--- config.mk ---
export PLATFORM = sky130hd
export DESIGN_NAME = alu_ops_engine
export DESIGN_NICKNAME = d
export VERILOG_FILES = /design/src/verilog/alu_ops_pkg.sv /design/src/verilog/packet_stream_if.sv /design/src/verilog/packet_fifo.sv /design/src/verilog/alu_ops_control.sv /design/src/verilog/alu_ops_datapath.sv /design/src/verilog/alu_ops_engine.sv
export VERILOG_INCLUDE_DIRS = /design/src /design/src/verilog
export SDC_FILE = /design/constraint.sdc
export NUM_CORES = 2
export LEC_CHECK = 0
export ABC_AREA = 1
export BUFFER_PORTS_ARGS = -buffer_cell sky130_fd_sc_hd__buf_4
export CORE_UTILIZATION = 62
export DETAILED_ROUTE_END_ITERATION = 16
export PLACE_DENSITY = 0.83
export SETUP_SLACK_MARGIN = 0.1
export SYNTH_ARGS = -nofsm -noshare
export SYNTH_HDL_FRONTEND = slang
export SYNTH_SLANG_ARGS = --single-unit
--- constraint.sdc ---
create_clock -name ap_clk -period 7.1 [get_ports ap_clk]
set_input_delay 2.13 -clock ap_clk [delete_from_list [all_inputs] [get_ports ap_clk]]
set_output_delay 2.13 -clock ap_clk [all_outputs]
set_load 0.02 [all_outputs]
--- src/verilog/alu_ops_params.svh ---
// Sizing macros for the ALU overlay engine
// FIFO depth must be a power of two
// Programmable-full threshold must stay well below the depth, since
// upstream sees the almost-full flag a few cycles late
`ifndef ALU_OPS_PARAMS_SVH
`define ALU_OPS_PARAMS_SVH

// Packet fields
`define ALU_DATA_W 32
`define ALU_ADDR_W 16
`define ALU_ROUTE_W 8

// Descriptor packet count
`define ALU_COUNT_W 16

// Packet FIFOs
`define ALU_FIFO_DEPTH 16
`define ALU_PROG_THRESH 8

`endif

--- src/verilog/alu_ops_pkg.sv ---
// Shared types and the ALU kernel for the overlay engine
// MAX and MIN compare the operands as unsigned values
// Results of ADD and SUB wrap at the data width
`default_nettype none

`include "alu_ops_params.svh"

package alu_ops_pkg;

    typedef enum logic [2:0] {
        OP_ADD  = 3'd0,
        OP_SUB  = 3'd1,
        OP_AND  = 3'd2,
        OP_OR   = 3'd3,
        OP_XOR  = 3'd4,
        OP_MAX  = 3'd5,
        OP_MIN  = 3'd6,
        OP_PASS = 3'd7
    } alu_opcode_t;

    typedef struct packed {
        logic [`ALU_ADDR_W-1:0]  address;
        logic [`ALU_ROUTE_W-1:0] route_from;
        logic [`ALU_ROUTE_W-1:0] route_to;
        logic [`ALU_DATA_W-1:0]  data;
    } mem_packet_t;

    typedef struct packed {
        alu_opcode_t             opcode;
        logic [`ALU_DATA_W-1:0]  operand;
        logic [`ALU_ROUTE_W-1:0] route_from;
        logic [`ALU_ROUTE_W-1:0] route_to;
    } alu_config_t;

    typedef enum logic [2:0] {
        IDLE        = 3'd0,
        CONFIG_REQ  = 3'd1,
        CONFIG_WAIT = 3'd2,
        BUSY        = 3'd3,
        PAUSE       = 3'd4,
        DRAIN       = 3'd5,
        DONE        = 3'd6
    } alu_ctrl_state_t;

    // Stateless kernel of the data against the configured operand
    function automatic logic [`ALU_DATA_W-1:0] alu_apply(
        input alu_opcode_t            op,
        input logic [`ALU_DATA_W-1:0] data,
        input logic [`ALU_DATA_W-1:0] operand
    );
        logic [`ALU_DATA_W-1:0] result;
        case (op)
            OP_ADD:  result = data + operand;
            OP_SUB:  result = data - operand;
            OP_AND:  result = data & operand;
            OP_OR:   result = data | operand;
            OP_XOR:  result = data ^ operand;
            OP_MAX:  result = (data > operand) ? data : operand;
            OP_MIN:  result = (data < operand) ? data : operand;
            default: result = data;
        endcase
        return result;
    endfunction

endpackage

`default_nettype wire

--- src/verilog/packet_stream_if.sv ---
// Read side of a packet FIFO
// An item moves in a cycle with valid and pop both high
// pop has no effect while valid is low
`default_nettype none

interface packet_stream_if;
    import alu_ops_pkg::*;

    logic        valid;
    mem_packet_t payload;
    logic        pop;
    logic        empty;
    logic        prog_full;

    // FIFO side
    modport source (
        output valid,
        output payload,
        output empty,
        output prog_full,
        input  pop
    );

    // Consumer side
    modport sink (
        input  valid,
        input  payload,
        input  empty,
        input  prog_full,
        output pop
    );

endinterface

`default_nettype wire

--- src/verilog/packet_fifo.sv ---
// Synchronous first-word-fall-through packet FIFO
// DEPTH must be a power of two
// A push into a full FIFO is dropped unless a pop happens in the same cycle
// prog_full is high while occupancy is at or above THRESH
`default_nettype none

`include "alu_ops_params.svh"

module packet_fifo #(
    parameter int DEPTH  = `ALU_FIFO_DEPTH,
    parameter int THRESH = `ALU_PROG_THRESH
) (
    input  logic                     ap_clk,
    input  logic                     areset_generator,
    input  logic                     push,
    input  alu_ops_pkg::mem_packet_t push_data,
    packet_stream_if.source          rd
);
    import alu_ops_pkg::*;

    localparam int PTR_W = $clog2(DEPTH);

    mem_packet_t      mem [DEPTH];
    logic [PTR_W-1:0] wr_ptr;
    logic [PTR_W-1:0] rd_ptr;
    logic [PTR_W:0]   count;
    logic             full;
    logic             do_push;
    logic             do_pop;

    assign full    = (count == (PTR_W + 1)'(DEPTH));
    assign do_pop  = rd.valid & rd.pop;
    assign do_push = push & (~full | do_pop);

    // ------------------------------------------------------------------
    // Storage and pointers
    // ------------------------------------------------------------------
    always_ff @(posedge ap_clk) begin
        if (do_push) begin
            mem[wr_ptr] <= push_data;
        end
    end

    always_ff @(posedge ap_clk) begin
        if (areset_generator) begin
            wr_ptr <= '0;
            rd_ptr <= '0;
            count  <= '0;
        end else begin
            if (do_push) begin
                wr_ptr <= wr_ptr + 1'b1;
            end
            if (do_pop) begin
                rd_ptr <= rd_ptr + 1'b1;
            end
            case ({do_push, do_pop})
                2'b10:   count <= count + 1'b1;
                2'b01:   count <= count - 1'b1;
                default: count <= count;
            endcase
        end
    end

    // ------------------------------------------------------------------
    // Read side status
    // ------------------------------------------------------------------
    // Head item shows as soon as it is written
    assign rd.payload   = mem[rd_ptr];
    assign rd.empty     = (count == '0);
    assign rd.valid     = (count != '0);
    assign rd.prog_full = (count >= (PTR_W + 1)'(THRESH));

endmodule

`default_nettype wire

--- src/verilog/alu_ops_control.sv ---
// Job controller for the ALU overlay engine
// Inputs arrive already registered from the top level
// One configuration request per job, answered after any delay
// A job with a zero packet count finishes right after its configuration
// done is a one-cycle pulse with busy low in the same cycle
`default_nettype none

`include "alu_ops_params.svh"

module alu_ops_control (
    input  logic                     ap_clk,
    input  logic                     areset_generator,
    input  logic                     descriptor_valid,
    input  logic [`ALU_COUNT_W-1:0]  descriptor_count,
    input  logic                     config_valid,
    input  alu_ops_pkg::alu_config_t config_in,
    input  logic                     out_prog_full,
    input  logic                     result_taken,
    output logic                     config_req,
    output alu_ops_pkg::alu_config_t active_config,
    output logic                     accept_en,
    output logic                     busy,
    output logic                     done
);
    import alu_ops_pkg::*;

    alu_ctrl_state_t         state;
    alu_ctrl_state_t         next_state;
    logic [`ALU_COUNT_W-1:0] target_count;
    logic [`ALU_COUNT_W-1:0] taken_count;
    logic                    last_taken;

    // Final counted result leaves the output port this cycle
    assign last_taken = result_taken & ((taken_count + 1'b1) == target_count);

    // ------------------------------------------------------------------
    // State machine
    // ------------------------------------------------------------------
    always_ff @(posedge ap_clk) begin
        if (areset_generator) begin
            state <= IDLE;
        end else begin
            state <= next_state;
        end
    end

    always_comb begin
        next_state = state;
        case (state)
            IDLE: begin
                if (descriptor_valid) begin
                    next_state = CONFIG_REQ;
                end
            end
            CONFIG_REQ: begin
                next_state = CONFIG_WAIT;
            end
            CONFIG_WAIT: begin
                if (config_valid) begin
                    next_state = (target_count == '0) ? DRAIN : BUSY;
                end
            end
            BUSY: begin
                if (last_taken) begin
                    next_state = DRAIN;
                end else if (out_prog_full) begin
                    next_state = PAUSE;
                end
            end
            PAUSE: begin
                if (last_taken) begin
                    next_state = DRAIN;
                end else if (~out_prog_full) begin
                    next_state = BUSY;
                end
            end
            DRAIN: begin
                next_state = DONE;
            end
            DONE: begin
                next_state = IDLE;
            end
            default: begin
                next_state = IDLE;
            end
        endcase
    end

    // ------------------------------------------------------------------
    // Job count and configuration
    // ------------------------------------------------------------------
    // Count is only taken from a descriptor seen in IDLE
    always_ff @(posedge ap_clk) begin
        if (state == IDLE && descriptor_valid) begin
            target_count <= descriptor_count;
        end
    end

    always_ff @(posedge ap_clk) begin
        if (areset_generator) begin
            taken_count   <= '0;
            active_config <= '0;
        end else begin
            case (state)
                CONFIG_WAIT: begin
                    taken_count <= '0;
                    if (config_valid) begin
                        active_config <= config_in;
                    end
                end
                BUSY, PAUSE: begin
                    if (result_taken) begin
                        taken_count <= taken_count + 1'b1;
                    end
                end
                // Drop the configuration of the finished job
                DRAIN: begin
                    active_config <= '0;
                end
                default: begin
                    taken_count <= taken_count;
                end
            endcase
        end
    end

    assign config_req = (state == CONFIG_REQ);
    assign accept_en  = (state == BUSY);
    assign busy       = (state != IDLE) && (state != DONE);
    assign done       = (state == DONE);

endmodule

`default_nettype wire

--- src/verilog/alu_ops_datapath.sv ---
// Packet datapath of the ALU overlay engine
// Takes at most one packet every other cycle from the input FIFO
// Each result is pushed to the output FIFO the cycle after its pop
// Route fields come from the active configuration and the address passes through
`default_nettype none

module alu_ops_datapath (
    input  logic                     ap_clk,
    input  logic                     areset_generator,
    input  logic                     accept_en,
    input  alu_ops_pkg::alu_config_t active_config,
    packet_stream_if.sink            in_rd,
    output logic                     result_push,
    output alu_ops_pkg::mem_packet_t result_data
);
    import alu_ops_pkg::*;

    logic take;

    // ------------------------------------------------------------------
    // Input pop
    // ------------------------------------------------------------------
    // Hold off while a result sits in the register
    assign in_rd.pop = accept_en & ~in_rd.empty & ~result_push;
    assign take      = in_rd.valid & in_rd.pop;

    // ------------------------------------------------------------------
    // Result register
    // ------------------------------------------------------------------
    always_ff @(posedge ap_clk) begin
        if (areset_generator) begin
            result_push <= 1'b0;
        end else begin
            result_push <= take;
        end
    end

    always_ff @(posedge ap_clk) begin
        if (take) begin
            result_data.address    <= in_rd.payload.address;
            result_data.route_from <= active_config.route_from;
            result_data.route_to   <= active_config.route_to;
            result_data.data       <= alu_apply(active_config.opcode,
                                                in_rd.payload.data,
                                                active_config.operand);
        end
    end

endmodule

`default_nettype wire

--- src/verilog/alu_ops_engine.sv ---
// Top level of the ALU overlay engine
// All inputs are registered once, except out_ready, which pops the
// output FIFO in the same cycle so that a result leaves when
// out_valid and out_ready are both high
// Upstream must stop pushing while in_almost_full is high
// Minimum latency from in_valid to out_valid is 4 cycles
`default_nettype none

`include "alu_ops_params.svh"

module alu_ops_engine (
    input  logic                    ap_clk,
    input  logic                    areset,
    input  logic                    descriptor_valid,
    input  logic [`ALU_COUNT_W-1:0] descriptor_count,
    output logic                    config_req,
    input  logic                    config_valid,
    input  logic [2:0]              config_opcode,
    input  logic [`ALU_DATA_W-1:0]  config_operand,
    input  logic [`ALU_ROUTE_W-1:0] config_route_from,
    input  logic [`ALU_ROUTE_W-1:0] config_route_to,
    input  logic                    in_valid,
    input  logic [`ALU_ADDR_W-1:0]  in_address,
    input  logic [`ALU_ROUTE_W-1:0] in_route_from,
    input  logic [`ALU_ROUTE_W-1:0] in_route_to,
    input  logic [`ALU_DATA_W-1:0]  in_data,
    output logic                    in_almost_full,
    output logic                    out_valid,
    output logic [`ALU_ADDR_W-1:0]  out_address,
    output logic [`ALU_ROUTE_W-1:0] out_route_from,
    output logic [`ALU_ROUTE_W-1:0] out_route_to,
    output logic [`ALU_DATA_W-1:0]  out_data,
    input  logic                    out_ready,
    output logic                    busy,
    output logic                    done
);
    import alu_ops_pkg::*;

    logic                    areset_generator;
    logic                    descriptor_valid_reg;
    logic [`ALU_COUNT_W-1:0] descriptor_count_reg;
    logic                    config_valid_reg;
    alu_config_t             config_reg;
    logic                    in_valid_reg;
    mem_packet_t             in_packet_reg;
    alu_config_t             active_config;
    logic                    accept_en;
    logic                    result_push;
    mem_packet_t             result_data;
    logic                    result_taken;

    packet_stream_if in_stream ();
    packet_stream_if out_stream ();

    // ------------------------------------------------------------------
    // Reset and input registers
    // ------------------------------------------------------------------
    always_ff @(posedge ap_clk) begin
        areset_generator <= areset;
    end

    always_ff @(posedge ap_clk) begin
        if (areset_generator) begin
            descriptor_valid_reg <= 1'b0;
            config_valid_reg     <= 1'b0;
            in_valid_reg         <= 1'b0;
        end else begin
            descriptor_valid_reg <= descriptor_valid;
            config_valid_reg     <= config_valid;
            in_valid_reg         <= in_valid;
        end
    end

    // Payloads packed into the package structs
    always_ff @(posedge ap_clk) begin
        descriptor_count_reg     <= descriptor_count;
        config_reg.opcode        <= alu_opcode_t'(config_opcode);
        config_reg.operand       <= config_operand;
        config_reg.route_from    <= config_route_from;
        config_reg.route_to      <= config_route_to;
        in_packet_reg.address    <= in_address;
        in_packet_reg.route_from <= in_route_from;
        in_packet_reg.route_to   <= in_route_to;
        in_packet_reg.data       <= in_data;
    end

    // Almost-full seen by upstream one cycle late
    always_ff @(posedge ap_clk) begin
        if (areset_generator) begin
            in_almost_full <= 1'b0;
        end else begin
            in_almost_full <= in_stream.prog_full;
        end
    end

    // ------------------------------------------------------------------
    // Input FIFO, datapath and controller
    // ------------------------------------------------------------------
    packet_fifo #(
        .DEPTH  (`ALU_FIFO_DEPTH),
        .THRESH (`ALU_PROG_THRESH)
    ) u_in_fifo (
        .ap_clk           (ap_clk),
        .areset_generator (areset_generator),
        .push             (in_valid_reg),
        .push_data        (in_packet_reg),
        .rd               (in_stream)
    );

    alu_ops_datapath u_datapath (
        .ap_clk           (ap_clk),
        .areset_generator (areset_generator),
        .accept_en        (accept_en),
        .active_config    (active_config),
        .in_rd            (in_stream),
        .result_push      (result_push),
        .result_data      (result_data)
    );

    alu_ops_control u_control (
        .ap_clk           (ap_clk),
        .areset_generator (areset_generator),
        .descriptor_valid (descriptor_valid_reg),
        .descriptor_count (descriptor_count_reg),
        .config_valid     (config_valid_reg),
        .config_in        (config_reg),
        .out_prog_full    (out_stream.prog_full),
        .result_taken     (result_taken),
        .config_req       (config_req),
        .active_config    (active_config),
        .accept_en        (accept_en),
        .busy             (busy),
        .done             (done)
    );

    // ------------------------------------------------------------------
    // Output FIFO and port unpacking
    // ------------------------------------------------------------------
    packet_fifo #(
        .DEPTH  (`ALU_FIFO_DEPTH),
        .THRESH (`ALU_PROG_THRESH)
    ) u_out_fifo (
        .ap_clk           (ap_clk),
        .areset_generator (areset_generator),
        .push             (result_push),
        .push_data        (result_data),
        .rd               (out_stream)
    );

    assign out_stream.pop = out_ready;
    assign result_taken   = out_stream.valid & out_ready;

    assign out_valid      = out_stream.valid;
    assign out_address    = out_stream.payload.address;
    assign out_route_from = out_stream.payload.route_from;
    assign out_route_to   = out_stream.payload.route_to;
    assign out_data       = out_stream.payload.data;

endmodule

`default_nettype wire

==> run_results.csv <==
group,metric,value,unit
synth,avgSynthCellArea,12.6,um2
finish,largest-register,"u_out_fifo.mem",
global_routing,grt_pass1_wl,331,mm
worst_setup_path,worstPathArrival,6.81,ns
worst_setup_path,worstSetupPathType,"reg2reg",
pwr,power-per-cell-area,315,mW/mm2
place,io_buffers,189,
sta,finalSetupViolCount,0,
finish,n_fill_cell,8869,
synth,ys_seq_elements,2097,
clock_tree,clock-sinks,2097,
finish,reg_top3,"u_out_fifo.mem (1024), u_in_fifo.mem (768), u_datapath.result_data (64)",
clock_tree,hold_buffers,0,
clock_tree,path_clk_slew,0.06,ns
sta,fin_skew,0.0528,ns
pwr,combPwrFrac,19.5,%
sta,tns,0,ns
worst_setup_path,cp-start-kind,"flip-flop",
synth,yosysWarningCount,0,
job,maxCapViolations,0,
pwr,leakagePower,0.0329,uW
finish,final_common_cell,"edfxtp_1",
place,dp_hpwl,126,mm
synth,synth_area,0.0869,mm2
floorplanning,io_pins,206,
pwr,p_seq_share,46.0,%
pwr,power.total,30400,uW
finish,largest_register_ffs,1024,
place,place_congestion,0.994,
place,postPlaceCellArea,0.0902,mm2
floorplanning,rows,136,
routing,postRouteAntennaNets,0,
routing,vias,57400,
pwr,intPower,21500,uW
floorplanning,die_h,376,um
routing,first_pass_iters,6,
clock_tree,cts_tree,"built",
clock_tree,cts_root_buf,"clkbuf_16",
finish,utilization,70.0,%
finish,final_cell_mix,"1872 x edfxtp_1, 707 x o21ai_0, 574 x nor2_1",
finish,finish.instance_area,0.0967,mm2
clock_tree,cts_setup_buffers,0,
sta,finalHoldViolations,0,
finish,area_growth,11.3,%
synth,synthesis.nets,7140,
worst_setup_path,reg2reg_setup_slack,0.91,ns
worst_setup_path,required,7.72,ns
global_routing,grt_pass1_vias,55600,
sta,relSlewSlack,15.3,%
hold_path,worstHoldPathType,"reg2reg",
routing,drt_iter0_markers,7435,
routing,drt-total-wl,224,mm
worst_setup_path,critPathMaxFanout,115,
finish,n_antenna_cell,0,
sta,drv_slew,0,
worst_setup_path,end_kind,"flip-flop",
pwr,switchingPower,8970,uW
status,status,"finished, final reports clean",
routing,via_per_inst,6.38,
worst_setup_path,ff2ff_path_depth,17,
sta,fmax,162,MHz
pwr,pwr-share-clk,34.5,%
finish,drive_above_1_share,9.77,%
synth,ys_seq_area_share,69.9,%
clock_tree,cts-resized-gates,0,
place,place_inst,8629,
sta,worst_pin_slew,1.27,ns
global_routing,overflow,0,
synth,synthesis.instances,6881,
sta,min_period_over_period,87.2,%
floorplanning,die_x,376,um
routing,drc,0,
floorplanning,coreArea,0.138,mm2
global_routing,antenna_found_initial,9,
finish,fin_cells,8994,
global_routing,grt_max_degree,202,
clock_tree,clock_path_buffers,3,
floorplanning,dieArea,0.142,mm2
clock_tree,tritoncts.num_buffers,196,
clock_tree,clock_latency,0.88,ns
synth,ys_types,59,
worst_setup_path,critPathCapture,"u_datapath.result_data[19]",
routing,wl_per_cell,24.9,um
finish,fin_nets,7223,
worst_setup_path,rr_endpoint,"u_datapath.result_data[19]",
global_routing,grt_use_total,31.2,%
sta,timing.final.crit_period,6.19,ns
clock_tree,htreeDepth,4,
pwr,peakVddDrop,0.309,mV
pwr,swShare,29.4,%
sta,rsz0062_at_grt,"no",
floorplanning,initial_core_util,62.9,%
## cells in the mapped netlist (all sizes together)
cell type	count	share of area (%)
nor4	11	0.079
a311oi	1	0.010
nand4	28	0.21
a22oi	1	0.0086
o21ai	719	4.2
o21bai	10	0.086
a21o	6	0.052
nor3	32	0.21
and2	2	0.014
o22ai	23	0.17
xnor2	3	0.030
a21boi	4	0.035
dfxtp	225	5.2
a221oi	6	0.060
nor2	619	2.7
o21a	5	0.043
o32ai	27	0.27
mux2i	348	4.0
a31oi	12	0.086
a211oi	8	0.069
o221ai	95	0.96
inv	522	2.3
nor4b	1	0.010
nand3b	20	0.17
a31o	1	0.010
ha	118	1.7
buf	147	0.91
nand2	569	2.5
xnor3	1	0.026
a2111oi	1	0.010
nand3	328	1.9
clkinv	5	0.022
o211ai	375	3.2
xor2	7	0.071
clkbuf	252	1.1
fa	4	0.092
o2111ai	5	0.050
a21oi	464	2.7
edfxtp	1872	65
o211a	1	0.012
or2	3	0.022
## area by class of cell
| class | count | area (um2) | share of cell area, % |
|---|---|---|---|
| flip-flops and latches | 2097 | 60700 | 62.8 |
| well taps | 1863 | 2330 | 2.41 |
| clock buffers | 256 | 5290 | 5.47 |
| repair buffers | 284 | 2380 | 2.46 |
| multi-input cells | 3858 | 22700 | 23.5 |
| clock inverters | 109 | 1260 | 1.31 |
| inverters | 527 | 2000 | 2.07 |
## critical path: stages, from the launching register on
cell and delay, ns:
dfxtp_4 0.49, inv_8 0.53, buf_4 0.38, nor2_1 0.07
o32ai_1 0.28, o211ai_1 0.13, nand2_1 0.40, inv_1 0.09
ha_1 0.40, nor4_1 1.03, nand4_2 0.42, nand2_8 0.34
inv_2 0.25, o21ai_4 0.55, nand2_1 0.10, nand2_1 0.08
nor2_1 0.04, nor2_1 0.27
## metrics by stage
stage | hold slack, ns | worst slack (ns)
floorplan | 0.386 | 1.37
CTS | 0.395 | 0.925
global route | 0.398 | 0.753
detailed placement | 0.389 | 1.10
global placement | 0.389 | 1.34
finish | 0.392 | 0.911
## worst min-delay path by stage
stage | startpoint | end | slack, ns | cells past startpoint
floorplan | descriptor_count_reg[0] | u_control.target_count[0] | 0.39 | 0
global route | descriptor_count_reg[5] | u_control.target_count[5] | 0.40 | 0
finish | descriptor_count_reg[4] | u_control.target_count[4] | 0.39 | 0
detailed placement | descriptor_count_reg[0] | u_control.target_count[0] | 0.39 | 0
global placement | descriptor_count_reg[12] | u_control.target_count[12] | 0.39 | 0
CTS | descriptor_count_reg[6] | u_control.target_count[6] | 0.39 | 0
## cell families after synthesis
group           count (synthesis)  synth area share, %
flops                        2097                 69.9
compound gates               1764                 12.0
simple gates                 1613                 7.85
buf+inv                       926                 4.28
mux                           348                 4.01
fa+ha+maj                     122                 1.79
xor+xnor                       11                0.127
## metal layers
| layer | share of wire [%] | track usage [%] | routed length (um) | vias up |
|---|---|---|---|---|
| met5 | 0.021 | 0 | 48 | - |
| met4 | 3.5 | 12.3 | 7920 | 8 |
| met3 | 10 | 5.16 | 22700 | 542 |
| met2 | 48 | 51.5 | 108000 | 3463 |
| met1 | 38 | 41.6 | 85000 | 28000 |
| li1 | - | - | - | 25400 |
## power by group through the flow
stage	clock network (uW)	registers [uW]	logic (uW)
final	10500	14000	5940
after global routing	11100	14000	6420
after CTS	10600	14000	5870
after detailed placement	0	14300	5800
after global placement	0	14200	5620
after floorplan	0	14000	4060
No activity file was read; power rests on OpenSTA's default activity.
